$ cat config.mk
export PLATFORM = sky130hd
export DESIGN_NAME = mips_cpu_harvard
export DESIGN_NICKNAME = d
export VERILOG_FILES = /design/src/mips_isa_pkg.sv /design/src/mips_ctrl_pkg.sv /design/src/alu.sv /design/src/reg_file.sv /design/src/controller.sv /design/src/datapath.sv /design/src/mips_cpu_harvard.sv
export SDC_FILE = /design/constraint.sdc
export NUM_CORES = 2
export LEC_CHECK = 0
export BUFFER_PORTS_ARGS = -buffer_cell sky130_fd_sc_hd__clkbuf_2
export CAP_MARGIN = 10
export CORE_ASPECT_RATIO = 0.6
export CORE_MARGIN = 2
export CORE_UTILIZATION = 39
export DETAILED_ROUTE_END_ITERATION = 10
export PLACE_DENSITY = 0.56
export SETUP_SLACK_MARGIN = 0.15
export SYNTH_ARGS = -nofsm -noshare
export SYNTH_HDL_FRONTEND = slang
export SYNTH_SLANG_ARGS = --single-unit
$ cat constraint.sdc
create_clock -name clk -period 12.6 [get_ports clk]
set_clock_uncertainty 0.15 [all_clocks]
set_input_delay 0.63 -clock clk [delete_from_list [all_inputs] [get_ports clk]]
set_output_delay 0.63 -clock clk [all_outputs]
set_load 0.1 [all_outputs]
$ cat src/mips_isa_pkg.sv
package mips_isa_pkg;

  // primary opcodes, only the supported subset
  typedef enum logic [5:0] {
    OP_SPECIAL = 6'h00, // r-type, funct decides
    OP_J       = 6'h02,
    OP_JAL     = 6'h03,
    OP_BEQ     = 6'h04,
    OP_BNE     = 6'h05,
    OP_ADDIU   = 6'h09,
    OP_SLTI    = 6'h0a,
    OP_ANDI    = 6'h0c,
    OP_ORI     = 6'h0d,
    OP_XORI    = 6'h0e,
    OP_LUI     = 6'h0f,
    OP_LB      = 6'h20,
    OP_LW      = 6'h23,
    OP_LBU     = 6'h24,
    OP_SW      = 6'h2b
  } opcode_e;

  // funct field of OP_SPECIAL
  typedef enum logic [5:0] {
    FN_SLL  = 6'h00,
    FN_SRL  = 6'h02,
    FN_JR   = 6'h08,
    FN_ADDU = 6'h21,
    FN_SUBU = 6'h23,
    FN_AND  = 6'h24,
    FN_OR   = 6'h25,
    FN_XOR  = 6'h26,
    FN_NOR  = 6'h27,
    FN_SLT  = 6'h2a,
    FN_SLTU = 6'h2b
  } funct_e;

  typedef struct packed {
    opcode_e    opcode;
    logic [4:0] rs;
    logic [4:0] rt;
    logic [4:0] rd;
    logic [4:0] shamt; // only sll/srl use it
    funct_e     funct;
  } r_fmt_t;

  typedef struct packed {
    opcode_e     opcode;
    logic [4:0]  rs;     // base reg for loads/stores
    logic [4:0]  rt;     // dest for imm ops and loads
    logic [15:0] imm16;
  } i_fmt_t;

  typedef struct packed {
    opcode_e     opcode;
    logic [25:0] target26; // word index inside the 256MB region
  } j_fmt_t;

  // one fetched word, three views
  typedef union packed {
    r_fmt_t r;
    i_fmt_t i;
    j_fmt_t j;
  } instr_t;

  localparam logic [31:0] RESET_VECTOR = 32'hbfc0_0000; // boot rom
  localparam logic [4:0]  REG_V0       = 5'd2;  // result reg, tapped out
  localparam logic [4:0]  REG_RA       = 5'd31; // jal link

endpackage

$ cat src/mips_ctrl_pkg.sv
package mips_ctrl_pkg;

  typedef enum logic [3:0] {
    ADD  = 4'd0, // also address calc
    SUB  = 4'd1, // also branch compare
    AND  = 4'd2,
    OR   = 4'd3,
    XOR  = 4'd4,
    NOR  = 4'd5,
    SLT  = 4'd6,
    SLTU = 4'd7,
    SLL  = 4'd8,
    SRL  = 4'd9,
    LUI  = 4'd10
  } alu_op_e;

  typedef enum logic [1:0] {
    LOAD_WORD   = 2'd0,
    LOAD_BYTE_S = 2'd1, // lb
    LOAD_BYTE_U = 2'd2  // lbu
  } load_kind_e;

  typedef enum logic [1:0] {
    PC_SEQ    = 2'd0,
    PC_BRANCH = 2'd1, // taken or not decided in datapath
    PC_JUMP   = 2'd2,
    PC_JREG   = 2'd3
  } pc_sel_e;

  typedef enum logic [1:0] {
    WB_ALU  = 2'd0,
    WB_MEM  = 2'd1,
    WB_LINK = 2'd2 // pc+4
  } wb_sel_e;

  // destination register select
  localparam logic [1:0] DST_RT = 2'd0;
  localparam logic [1:0] DST_RD = 2'd1;
  localparam logic [1:0] DST_RA = 2'd2;

  typedef struct packed {
    alu_op_e    alu_op;
    logic       alu_src_imm;  // b operand from immediate
    logic       imm_zero_ext; // logical imm ops
    logic [1:0] reg_dst_sel;  // DST_*
    logic       reg_write;
    wb_sel_e    wb_sel;
    logic       mem_read;
    logic       mem_write;
    load_kind_e load_kind;
    logic       branch;
    logic       branch_ne;    // bne, inverts zero
    pc_sel_e    pc_sel;
  } ctrl_t;

endpackage

$ cat src/alu.sv
module alu (
  input  logic [31:0]            a,
  input  logic [31:0]            b,
  input  logic [4:0]             shamt,
  input  mips_ctrl_pkg::alu_op_e op,
  output logic [31:0]            result,
  output logic                   zero
);

  logic [31:0] diff; // shared by sub and compares

  assign diff = a - b;

  always_comb begin
    case (op)
      mips_ctrl_pkg::ADD:  result = a + b;
      mips_ctrl_pkg::SUB:  result = diff;
      mips_ctrl_pkg::AND:  result = a & b;
      mips_ctrl_pkg::OR:   result = a | b;
      mips_ctrl_pkg::XOR:  result = a ^ b;
      mips_ctrl_pkg::NOR:  result = ~(a | b);
      mips_ctrl_pkg::SLT: begin
        // sign of diff, corrected when signs differ
        if (a[31] != b[31]) begin
          result = {31'd0, a[31]};
        end else begin
          result = {31'd0, diff[31]};
        end
      end
      mips_ctrl_pkg::SLTU: result = {31'd0, (a < b)};
      mips_ctrl_pkg::SLL:  result = b << shamt; // rt shifted, rs ignored
      mips_ctrl_pkg::SRL:  result = b >> shamt; // logical, zero fill
      mips_ctrl_pkg::LUI:  result = {b[15:0], 16'd0};
      default:             result = 32'd0;
    endcase
  end

  assign zero = (result == 32'd0); // beq/bne use sub

endmodule

$ cat src/reg_file.sv
module reg_file (
  input  logic        clk,
  input  logic        arst_n,
  input  logic        we,
  input  logic [4:0]  waddr,
  input  logic [31:0] wdata,
  input  logic [4:0]  raddr_a,
  input  logic [4:0]  raddr_b,
  output logic [31:0] rdata_a,
  output logic [31:0] rdata_b,
  output logic [31:0] v0
);

  logic [31:0] regs [32]; // gpr 0..31

  always_ff @(posedge clk or negedge arst_n) begin
    if (!arst_n) begin
      for (int i = 0; i < 32; i++) begin
        regs[i] <= 32'd0;
      end
    end else if (we && waddr != 5'd0) begin // $zero is read only
      regs[waddr] <= wdata;
    end
  end

  // async read, no bypass, new value visible next cycle
  assign rdata_a = (raddr_a == 5'd0) ? 32'd0 : regs[raddr_a];
  assign rdata_b = (raddr_b == 5'd0) ? 32'd0 : regs[raddr_b];

  assign v0 = regs[mips_isa_pkg::REG_V0]; // for checking only

endmodule

$ cat src/controller.sv
module controller (
  input  logic                 clk, // only clocks the check below
  input  mips_isa_pkg::instr_t instr,
  output mips_ctrl_pkg::ctrl_t ctrl
);

  mips_ctrl_pkg::alu_op_e r_op;    // alu op picked by funct
  logic                   r_alu;   // funct is an alu op
  logic                   r_shift; // sll / srl

  // r-type funct decode
  always_comb begin
    r_op    = mips_ctrl_pkg::ADD;
    r_alu   = 1'b1;
    r_shift = 1'b0;
    case (instr.r.funct)
      mips_isa_pkg::FN_ADDU: r_op = mips_ctrl_pkg::ADD;
      mips_isa_pkg::FN_SUBU: r_op = mips_ctrl_pkg::SUB;
      mips_isa_pkg::FN_AND:  r_op = mips_ctrl_pkg::AND;
      mips_isa_pkg::FN_OR:   r_op = mips_ctrl_pkg::OR;
      mips_isa_pkg::FN_XOR:  r_op = mips_ctrl_pkg::XOR;
      mips_isa_pkg::FN_NOR:  r_op = mips_ctrl_pkg::NOR;
      mips_isa_pkg::FN_SLT:  r_op = mips_ctrl_pkg::SLT;
      mips_isa_pkg::FN_SLTU: r_op = mips_ctrl_pkg::SLTU;
      mips_isa_pkg::FN_SLL: begin
        r_op    = mips_ctrl_pkg::SLL;
        r_shift = 1'b1;
      end
      mips_isa_pkg::FN_SRL: begin
        r_op    = mips_ctrl_pkg::SRL;
        r_shift = 1'b1;
      end
      default: r_alu = 1'b0; // jr, or unknown
    endcase
  end

  always_comb begin
    ctrl = '0; // no-op: seq pc, nothing written
    case (instr.i.opcode)
      mips_isa_pkg::OP_SPECIAL: begin
        if (instr.r.funct == mips_isa_pkg::FN_JR) begin
          ctrl.pc_sel = mips_ctrl_pkg::PC_JREG;
        end else if (r_alu && (r_shift || instr.r.shamt == 5'd0)) begin
          // shamt must be zero unless it is a shift
          ctrl.alu_op      = r_op;
          ctrl.reg_dst_sel = mips_ctrl_pkg::DST_RD;
          ctrl.reg_write   = 1'b1;
        end
      end
      mips_isa_pkg::OP_ADDIU, mips_isa_pkg::OP_SLTI,
      mips_isa_pkg::OP_ANDI, mips_isa_pkg::OP_ORI,
      mips_isa_pkg::OP_XORI, mips_isa_pkg::OP_LUI: begin
        ctrl.alu_src_imm = 1'b1;
        ctrl.reg_write   = 1'b1; // into rt
        case (instr.i.opcode)
          mips_isa_pkg::OP_SLTI: ctrl.alu_op = mips_ctrl_pkg::SLT;
          mips_isa_pkg::OP_ANDI: ctrl.alu_op = mips_ctrl_pkg::AND;
          mips_isa_pkg::OP_ORI:  ctrl.alu_op = mips_ctrl_pkg::OR;
          mips_isa_pkg::OP_XORI: ctrl.alu_op = mips_ctrl_pkg::XOR;
          mips_isa_pkg::OP_LUI:  ctrl.alu_op = mips_ctrl_pkg::LUI;
          default:               ctrl.alu_op = mips_ctrl_pkg::ADD;
        endcase
        // logical ops take the imm unsigned
        ctrl.imm_zero_ext = !(instr.i.opcode inside {mips_isa_pkg::OP_ADDIU,
                                                     mips_isa_pkg::OP_SLTI});
      end
      mips_isa_pkg::OP_LW, mips_isa_pkg::OP_LB, mips_isa_pkg::OP_LBU: begin
        ctrl.alu_src_imm = 1'b1; // base + offset
        ctrl.reg_write   = 1'b1;
        ctrl.wb_sel      = mips_ctrl_pkg::WB_MEM;
        ctrl.mem_read    = 1'b1;
        case (instr.i.opcode)
          mips_isa_pkg::OP_LB:  ctrl.load_kind = mips_ctrl_pkg::LOAD_BYTE_S;
          mips_isa_pkg::OP_LBU: ctrl.load_kind = mips_ctrl_pkg::LOAD_BYTE_U;
          default:              ctrl.load_kind = mips_ctrl_pkg::LOAD_WORD;
        endcase
      end
      mips_isa_pkg::OP_SW: begin
        ctrl.alu_src_imm = 1'b1;
        ctrl.mem_write   = 1'b1; // data is rt
      end
      mips_isa_pkg::OP_BEQ, mips_isa_pkg::OP_BNE: begin
        ctrl.alu_op    = mips_ctrl_pkg::SUB; // rs - rt, zero on equal
        ctrl.branch    = 1'b1;
        ctrl.branch_ne = (instr.i.opcode == mips_isa_pkg::OP_BNE);
        ctrl.pc_sel    = mips_ctrl_pkg::PC_BRANCH;
      end
      mips_isa_pkg::OP_J: ctrl.pc_sel = mips_ctrl_pkg::PC_JUMP;
      mips_isa_pkg::OP_JAL: begin
        ctrl.pc_sel      = mips_ctrl_pkg::PC_JUMP;
        ctrl.reg_dst_sel = mips_ctrl_pkg::DST_RA;
        ctrl.reg_write   = 1'b1;
        ctrl.wb_sel      = mips_ctrl_pkg::WB_LINK;
      end
      default: ; // unsupported, stays no-op
    endcase
  end

  // one data port, never both strobes in one cycle
  a_mem_excl: assert property (@(posedge clk) !(ctrl.mem_read && ctrl.mem_write))
    else $error("controller: load and store decoded together");

endmodule

$ cat src/datapath.sv
module datapath (
  input  logic                 clk,
  input  logic                 arst_n,
  input  logic                 clk_enable,
  input  mips_ctrl_pkg::ctrl_t ctrl,
  input  mips_isa_pkg::instr_t instr,
  output logic [31:0]          instr_address,
  input  logic [31:0]          data_readdata,
  output logic [31:0]          data_address,
  output logic [31:0]          data_writedata,
  output logic                 data_read,
  output logic                 data_write,
  output logic                 active,
  output logic [31:0]          register_v0
);

  logic [31:0] pc;
  logic [31:0] pc_plus4;
  logic [31:0] pc_next;
  logic [31:0] branch_target;
  logic [31:0] jump_target;
  logic        branch_taken;
  logic        step;        // this edge retires an instruction
  logic [31:0] imm_ext;
  logic [31:0] rs_data;
  logic [31:0] rt_data;
  logic [31:0] alu_b;
  logic [31:0] alu_result;
  logic        alu_zero;
  logic [7:0]  load_byte;
  logic [31:0] load_data;
  logic [31:0] wb_data;
  logic [4:0]  wb_addr;

  assign step = active && clk_enable; // halted or frozen: nothing moves

  // pc and halt flag
  always_ff @(posedge clk or negedge arst_n) begin
    if (!arst_n) begin
      pc     <= mips_isa_pkg::RESET_VECTOR;
      active <= 1'b1;
    end else if (step) begin
      pc     <= pc_next;
      active <= (pc_next != 32'd0); // falls on the jump to 0
    end
  end

  assign instr_address = pc;

  // next pc, no delay slot
  assign pc_plus4      = pc + 32'd4;
  assign branch_target = pc_plus4 + {{14{instr.i.imm16[15]}}, instr.i.imm16, 2'b00};
  assign jump_target   = {pc_plus4[31:28], instr.j.target26, 2'b00};
  assign branch_taken  = ctrl.branch && (alu_zero ^ ctrl.branch_ne);

  always_comb begin
    case (ctrl.pc_sel)
      mips_ctrl_pkg::PC_BRANCH: pc_next = branch_taken ? branch_target : pc_plus4;
      mips_ctrl_pkg::PC_JUMP:   pc_next = jump_target;
      mips_ctrl_pkg::PC_JREG:   pc_next = rs_data; // jr
      default:                  pc_next = pc_plus4;
    endcase
  end

  // operands
  assign imm_ext = ctrl.imm_zero_ext ? {16'd0, instr.i.imm16}
                                     : {{16{instr.i.imm16[15]}}, instr.i.imm16};
  assign alu_b   = ctrl.alu_src_imm ? imm_ext : rt_data;

  alu u_alu (
    .a      (rs_data),
    .b      (alu_b),
    .shamt  (instr.r.shamt),
    .op     (ctrl.alu_op),
    .result (alu_result),
    .zero   (alu_zero)
  );

  // data port, strobes only on a retiring cycle
  assign data_address   = alu_result;
  assign data_writedata = rt_data;
  assign data_read      = ctrl.mem_read && step;
  assign data_write     = ctrl.mem_write && step;

  // byte lane by low address bits, lane 0 = bits 7:0
  assign load_byte = data_readdata[{data_address[1:0], 3'b000} +: 8];

  always_comb begin
    case (ctrl.load_kind)
      mips_ctrl_pkg::LOAD_BYTE_S: load_data = {{24{load_byte[7]}}, load_byte};
      mips_ctrl_pkg::LOAD_BYTE_U: load_data = {24'd0, load_byte};
      default:                    load_data = data_readdata; // aligned word
    endcase
  end

  // write back
  always_comb begin
    case (ctrl.wb_sel)
      mips_ctrl_pkg::WB_MEM:  wb_data = load_data;
      mips_ctrl_pkg::WB_LINK: wb_data = pc_plus4; // jal return addr
      default:                wb_data = alu_result;
    endcase
  end

  always_comb begin
    case (ctrl.reg_dst_sel)
      mips_ctrl_pkg::DST_RD: wb_addr = instr.r.rd;
      mips_ctrl_pkg::DST_RA: wb_addr = mips_isa_pkg::REG_RA;
      default:               wb_addr = instr.i.rt; // DST_RT
    endcase
  end

  reg_file u_reg_file (
    .clk     (clk),
    .arst_n  (arst_n),
    .we      (ctrl.reg_write && step),
    .waddr   (wb_addr),
    .wdata   (wb_data),
    .raddr_a (instr.r.rs),
    .raddr_b (instr.r.rt),
    .rdata_a (rs_data),
    .rdata_b (rt_data),
    .v0      (register_v0)
  );

  // fetch stays word aligned while running
  a_pc_aligned: assert property (@(posedge clk) disable iff (!arst_n)
    active |-> (instr_address[1:0] == 2'b00))
    else $error("datapath: misaligned fetch address");

  // freeze holds the pc across the edge
  a_pc_frozen: assert property (@(posedge clk) disable iff (!arst_n)
    !clk_enable |=> $stable(instr_address))
    else $error("datapath: pc moved while clk_enable low");

endmodule

$ cat src/mips_cpu_harvard.sv
module mips_cpu_harvard (
  input  logic        clk,
  input  logic        arst_n,
  input  logic        clk_enable,
  output logic        active,
  output logic [31:0] register_v0,

  // instruction port, data back in the same cycle
  output logic [31:0] instr_address,
  input  logic [31:0] instr_readdata,

  // data port, read data same cycle, store at the edge
  output logic [31:0] data_address,
  output logic        data_write,
  output logic        data_read,
  output logic [31:0] data_writedata,
  input  logic [31:0] data_readdata
);

  mips_isa_pkg::instr_t instr; // fetched word, decoded views
  mips_ctrl_pkg::ctrl_t ctrl;

  assign instr = mips_isa_pkg::instr_t'(instr_readdata);

  controller u_controller (
    .clk   (clk),
    .instr (instr),
    .ctrl  (ctrl)
  );

  datapath u_datapath (
    .clk            (clk),
    .arst_n         (arst_n),
    .clk_enable     (clk_enable),
    .ctrl           (ctrl),
    .instr          (instr),
    .instr_address  (instr_address),
    .data_readdata  (data_readdata),
    .data_address   (data_address),
    .data_writedata (data_writedata),
    .data_read      (data_read),
    .data_write     (data_write),
    .active         (active),
    .register_v0    (register_v0)
  );

endmodule

### After elaboration in Yosys (flattened, before gate mapping)

Cells that the tools add are included.

* $add $sub $neg: 4
* $mul: 0
* divide/modulo/power cells: 0
* magnitude comparators: 5
* equality and inequality tests: 44
* shift operators: 3
* muxes and demuxes: 41
* bitwise operators: 8
* reduce and logical (&&, ||, !) cells: 28

Operators by type and width (count)
* $bwmux 1024: 1
* $pmux 32 s11: 1
* $bmux 32 s5: 2
* $mux 32: 10
* $demux 32 s5: 1
* $pmux 32 s2: 2
* $pmux 32 s3: 1
* $eq 6x6->1 const B: 12
* $add 32x32->32: 2
* $eq 6x4->1 const B: 7
* $pmux 4 s9: 1
* $add 32x3->32 const B: 1
* $and 32x32->32: 1
* $logic_not 32->1: 1
* $lt 32x32->1: 1
* $not 32->32: 1
* $or 32x32->32: 1
* $reduce_bool 32->1: 1
* $shiftx 32x6->8: 1
* $shl 32x5->32: 1
* $shr 32x5->32: 1
* $sub 32x32->32: 1
* $xor 32x32->32: 1
* $reduce_or 10->1: 3
* 34 further kinds: 78

* bits in registers: 1057
* bits in latches: 0
* bits in writable memories: 0
* memory bits (read-only): 0
* input bits: 67
* output and inout bits: 131
* logic and storage cells: 167
* memories: 0

### Depth between registers and ports, before layout

* depth in word-level cells: 16
* depth in mapped cells: 44
* mapped depth without buffers: 33

### By module

Synthesis repeated with hierarchy kept, for this count alone.

* cells, all modules: 6030
* area total of the unflattened synthesis: 71712.5 µm²

By module, submodules not included
* reg_file: times used 1, cells an instance 3570, area an instance 54355.9 µm², seq. area each 25624.6 µm²
* alu: times used 1, cells an instance 1510, area an instance 10521.3 µm², seq. area each 0.0 µm²
* datapath: times used 1, cells an instance 878, area an instance 6354.8 µm², seq. area each 838.3 µm²
* controller: times used 1, cells an instance 72, area an instance 480.5 µm², seq. area each 0.0 µm²

### Worst setup path before layout

No wires, ideal clock.

* kind: in2reg
* start point: input port instr_readdata[16]
* end point: register u_datapath.u_reg_file.regs[0] in the netlist's numbering
* library setup time: 0.125 ns
* arrival time: 11.106 ns
* required time: 12.325 ns
* setup slack: 1.219 ns
* stages: 39
* path buffers: 9
* cells stage by stage: buf_6 buf_6 buf_6 buf_4 buf_4 buf_2 a21oi_1 a211oi_1 a21oi_1 a211oi_1 a21bo_2 inv_1 ha_1 or3_1 nor4_1 nor2_1 a211oi_1 o21ai_0 [3 not listed] a21oi_1 nor2_1 nor2_1 fa_1 a22o_1 a22oi_1 o21ai_0 a21oi_1 o211ai_1 buf_1 clkbuf_1 mux2i_1 nand2_1 a32o_1 a221oi_1 nor2_1 clkbuf_1 mux2_2

* longest elaborated chain between the ends: 13
* elaborated cells between the ends (all ways): 32
* those cells by class: add/sub: 2; order compare: 3; eq/ne: 1; shift: 3; mux: 13; bitwise: 6; reduce/logical: 4

RTL lines
* start, declared: RTL line mips_cpu_harvard.sv:10 `input logic [31:0] instr_readdata,`
* $not 5->6 (not written as such): RTL line reg_file.sv:28 `assign rdata_b = (raddr_b == 5'd0) ? 32'd0 : regs[raddr_b];`
* $bmux 32 s5: RTL line reg_file.sv:28
* $mux 32 (not written as such) (2 in a row): RTL line reg_file.sv:28
* $mux 32 *: RTL line reg_file.sv:28
* via data_writedata[6]: RTL line mips_cpu_harvard.sv:16 `output logic [31:0] data_writedata,`
* $mux 32 *: RTL line datapath.sv:68 `assign alu_b = ctrl.alu_src_imm ? imm_ext : rt_data;`
* $sub 32x32->32: RTL line alu.sv:12 `assign diff = a - b;`
* $mux 1: RTL line alu.sv:24 `if (a[31] != b[31]) begin`
* $pmux 32 s11 *: RTL line alu.sv:15 `case (op)`
* via data_address[0]: RTL line mips_cpu_harvard.sv:13 `output logic [31:0] data_address,`
* $shiftx 32x6->8: RTL line datapath.sv:86 `assign load_byte = data_readdata[{data_address[1:0], 3'b000} +: 8];`
* $pmux 32 s2: RTL line datapath.sv:89 `case (ctrl.load_kind)`
* $pmux 32 s2 *: RTL line datapath.sv:98 `case (ctrl.wb_sel)`
* $bwmux 1024 *: RTL line reg_file.sv:22 `regs[waddr] <= wdata;`
* end signal, assigned by index: RTL line reg_file.sv:22
* end, declared: RTL line reg_file.sv:14 `logic [31:0] regs [32];`

Mark *: on every way through the listed nets, which the timed path passes. The rest lies on a longest branch. The select of a mux whose other input is x is not followed.
A chain may end at the register's enable or synchronous reset.

### Final worst setup path

* start point: input port instr_readdata[16]
* end point: register u_datapath.active

* longest elaborated chain between the ends: 15
* elaborated cells between the ends (all ways): 25
* those cells by class: add/sub: 2; order compare: 1; eq/ne: 1; shift: 2; mux: 9; bitwise: 6; reduce/logical: 4

RTL lines
* $not 5->6 (not written as such): RTL line reg_file.sv:28
* $bmux 32 s5: RTL line reg_file.sv:28
* $mux 32 (not written as such) (2 in a row): RTL line reg_file.sv:28
* $mux 32: RTL line reg_file.sv:28
* $mux 32: RTL line datapath.sv:68
* $sub 32x32->32 (tied with other cells): RTL line alu.sv:12
* $mux 1 or $not 32->32 (tied branches): RTL line alu.sv:24, alu.sv:21
* $pmux 32 s11: RTL line alu.sv:15
* $logic_not 32->1: RTL line alu.sv:38 `assign zero = (result == 32'd0);`
* $xor 1x1->1: RTL line datapath.sv:54 `assign branch_taken = ctrl.branch && (alu_zero ^ ctrl.branch_ne);`
* $logic_and 1x1->1: RTL line datapath.sv:54
* $mux 32: RTL line datapath.sv:58 `mips_ctrl_pkg::PC_BRANCH: pc_next = branch_taken ? branch_target : pc_plus4;`
* $pmux 32 s3 *: RTL line datapath.sv:57 `case (ctrl.pc_sel)`
* $reduce_bool 32->1 *: RTL line datapath.sv:44 `active <= (pc_next != 32'd0);`
* end signal, assigned: RTL line datapath.sv:44
* end, declared: RTL line datapath.sv:13 `output logic active,`

Every way passes the cells marked *; elsewhere a longest branch is shown, timed or not. The select of a mux whose other input is x is not followed.

==> metrics.md <==
| Metric | Value |
|---|---|
| ANT nets after route | 0 |
| 1st-iter DRT viols | 8,307 |
| Cell Count, Final, Fillers Out | 8,408 |
| Post-synthesis average cell area | 11.7 um^2 |
| Post-placement cell count | 8,209 |
| Synth async-reset ratio | 1.00 |
| DRC viols | 0 |
| Syn Std Cell Area | 69,800 um^2 |
| Crit path DAT | 12.10 ns |
| Worst slew margin | -0.0542 |
| Clock root cell | clkbuf_16 |
| Failing checks | max-slew violations |
| Final setup vio count | 0 |
| Total routed wirelength | 346 mm |
| Gr ovfl total | 0 |
| Synth cell types | 102 |
| Vias in the first global route | 54,476 |
| Largest net degree at the start of global routing | 162 |
| Clk_lat worst skew | 0.76 ns |
| Most common cell after layout, fill and taps aside | dfrtp_1 |
| Clock power share | 0.392 |
| I/O pins | 198 |
| Vias | 57,669 |
| Final nets | 6,145 |
| CTS tree | yes |
| Net Sw Power | 2.75 mW |
| Power Dens Cells | 107 nW/um^2 |
| Clock Path Buffers | 3 |
| Seq pwr share | 0.407 |
| Cell row count | 120 |
| Most area-hungry cell type in the Yosys netlist | dfrtp_1 |
| Final core utilization | 0.436 |
| Port Buffers | 197 |
| Critical path class | in2reg |
| Initial antenna violation count | 41 |
| Placed instance area | 74,200 um^2 |
| Gate Count Post-Synth | 5,950 |
| CTS Buf Count | 101 |
| R2R cell count | 29 |
| Post-CTS setup buffers | 0 |
| Pre-antenna DRT Iters | 6 |
| Critical-path top delay cell | a21oi_1 |
| Core Area | 178,000 um^2 |
| Cts repair resizes | 0 |
| Synth top area share | 0.375 |
| #FFs+latches synth | 1,057 |
| Leak | 35.2 nW |
| First-pass GRT wire length | 471 mm |
| Sequential element share of the synthesized area | 0.379 |
| WP data required | 13.14 ns |
| Post-DP HPWL | 246 mm |
| CP Max Fanout | 90 |
| Max-Cap Viols | 0 |
| Post-DR vias/cell | 6.86 |
| Design area | 77,700 um^2 |
| VDD IR max | 0.126 mV |
| Area contributors post-synth | dfrtp_1 (38%), mux2_2 (17%), mux4_2 (14%), mux2i_1 (4.9%), ha_1 (2.5%) |
| Die X | 550 um |
| Unrepaired setup endpoints after global routing | false |
| Tmin final | 11.57 ns |
| Gate power share | 0.201 |
| Final hold vios | 0 |
| Most frequent cells in the layout | dfrtp_1 (1,047), mux2_2 (1,028), mux4_2 (445), mux2i_1 (340), buf_4 (274) |
| DR WL/cell | 41.1 um |
| Max Slew Vio Count | 3 |
| CTS clock-pin slew for the worst setup and hold paths | 0.07 ns |
| Slew @ Worst Pin | 1.58 ns |
| Crit share post-route | 0.918 |
| CTS Sinks | 1,057 |
| # H-tree levels | 3 |
| Outcome | complete, but fails checks |
| Internal | 5.58 mW |
| EDFF count, synth | 0 |
| Share of cells above drive strength 1 | 0.381 |
| Synth-to-Final Area Change | 11.3% |
| Initial Utilization | 0.392 |
| Worst Hold Depth | 2 |
| Crit path largest cell delay | 0.85 ns |
| FMAX | 0.0865 GHz |
| Post-synth top flop | dfrtp_1 |
| Sw Share | 0.330 |
| Hold crit path type | in2reg |
| Ys Warns | 0 |
| Die footprint | 183,000 um^2 |
| Syn_nets | 6,159 |
| Die Height | 332 um |
| GP Congestion | 1.09 |
| Setup TNS | 0 ns |
| GRT Overall Usage | 0.371 |
| Critical Path Start Type | input port |
| Crit end category | flip-flop |
[worst paths after layout]
kind	start	endpoint	slack (ns)
setup / recovery	instr_readdata[16]	u_datapath.active$_DFFE_PN1P_	1.03
hold / removal	clk_enable	u_datapath.instr_address[27]$_DFFE_PN1P_	0.21
setup reg to reg	u_datapath.u_reg_file.v0[1]$_DFFE_PN0P_	u_datapath.active$_DFFE_PN1P_	1.81
hold reg to reg	u_datapath.u_reg_file.regs[1003]$_DFFE_PN0P_	u_datapath.u_reg_file.regs[1003]$_DFFE_PN0P_	0.23
max in group asynchronous	arst_n	u_datapath.instr_address[21]$_DFFE_PN0P_	8.89
min in group asynchronous	arst_n	u_datapath.u_reg_file.regs[661]$_DFFE_PN0P_	0.41
[power by group through the flow]
stage | registers, mW | clock network, mW | logic [mW]
finish | 3.39 | 3.26 | 1.68
global route | 3.39 | 3.45 | 1.70
CTS | 3.39 | 3.30 | 1.60
detailed placement | 3.46 | 0 | 1.60
global placement | 3.46 | 0 | 1.61
floorplan | 3.46 | 0 | 0.856
[per-layer routing]
layer / wire (um) / GRT usage / up-vias
li1: - / - / 22759
met3: 48500 / 0.164 / 550
met2: 131000 / 0.467 / 3632
met4: 10700 / 0.104 / 28
met1: 156000 / 0.560 / 30700
met5: 275 / 0.00340 / -
[synthesized netlist by cell type, types with 35 or more instances]
cell type / count
dfrtp_1: 1047
mux2_2: 1028
mux4_2: 445
clkbuf_1: 441
mux2i_1: 340
nor2_1: 307
nand2_1: 235
a21oi_1: 209
a22oi_1: 177
o21ai_0: 164
inv_1: 139
ha_1: 138
nand3_1: 96
o22ai_1: 55
a31oi_1: 54
buf_1: 53
nor3_1: 53
o211ai_1: 53
a221oi_1: 51
buf_4: 48
a211oi_1: 44
buf_2: 44
and3_1: 36
xnor2_1: 36
nand2b_1: 35
o221ai_1: 35
[kinds of logic (layout without fill, tap and decap cells)]
| kind of cell | count (synthesis) | in the layout | synth area share |
|---|---|---|---|
| AO/OA/AOI/OAI | 1179 | 1179 | 0.119 |
| XOR/XNOR | 57 | 57 | 0.00715 |
| adder cells (fa/ha/maj) | 142 | 142 | 0.0259 |
| buffers and inverters | 752 | 818 | 0.0458 |
| flip-flops | 1057 | 1057 | 0.379 |
| multiplexers | 1814 | 1814 | 0.358 |
| other | 0 | 13 | 0 |
| AND/OR/NAND/NOR | 949 | 949 | 0.0649 |
[critical path, delay by kind of cell]
| family | cells | cell delay [ns] |
|---|---|---|
| AO/OA/AOI/OAI | 18 | 7.29 |
| buffers and inverters | 5 | 1.85 |
| AND/OR/NAND/NOR | 3 | 0.80 |
| multiplexers | 1 | 0.67 |
| adder cells (fa/ha/maj) | 1 | 0.26 |
| XOR/XNOR | 1 | 0.22 |
[sequential cells by signal, indices dropped and copies added, names as in the netlist]
signal                      flops
u_datapath.active               1
u_datapath.instr_address       32
u_datapath.u_reg_file.regs    992
u_datapath.u_reg_file.v0       32
[through the flow]
step           power [mW]  setup WS (ns)  hold WS [ns]
2_1_floorplan        4.31           1.22         0.184
3_3_place_gp         5.07          0.920         0.211
3_5_place_dp         5.06          0.876         0.213
4_1_cts              8.30           1.67         0.118
5_1_grt              8.54          0.868         0.154
6_report             8.34           1.03         0.205
[final cells by class]
class                           instances  area [um^2]
Fill cell                           16565       100000
Multi-Input combinational cell       4141        40800
Sequential cell                      1057        26500
Timing Repair Buffer                  487         3410
Clock buffer                          155         3040
Tap cell                             2379         2980
Inverter                              148          556
Clock inverter                         28          412
Antenna cell                           13         32.5
[timing repair]
item / CTS / global route
hold buffers: 1 / 0
setup endpoints to repair: 0 / 0
hold endpoints to repair: 106 / 0
(Power assumes the default switching activity.)
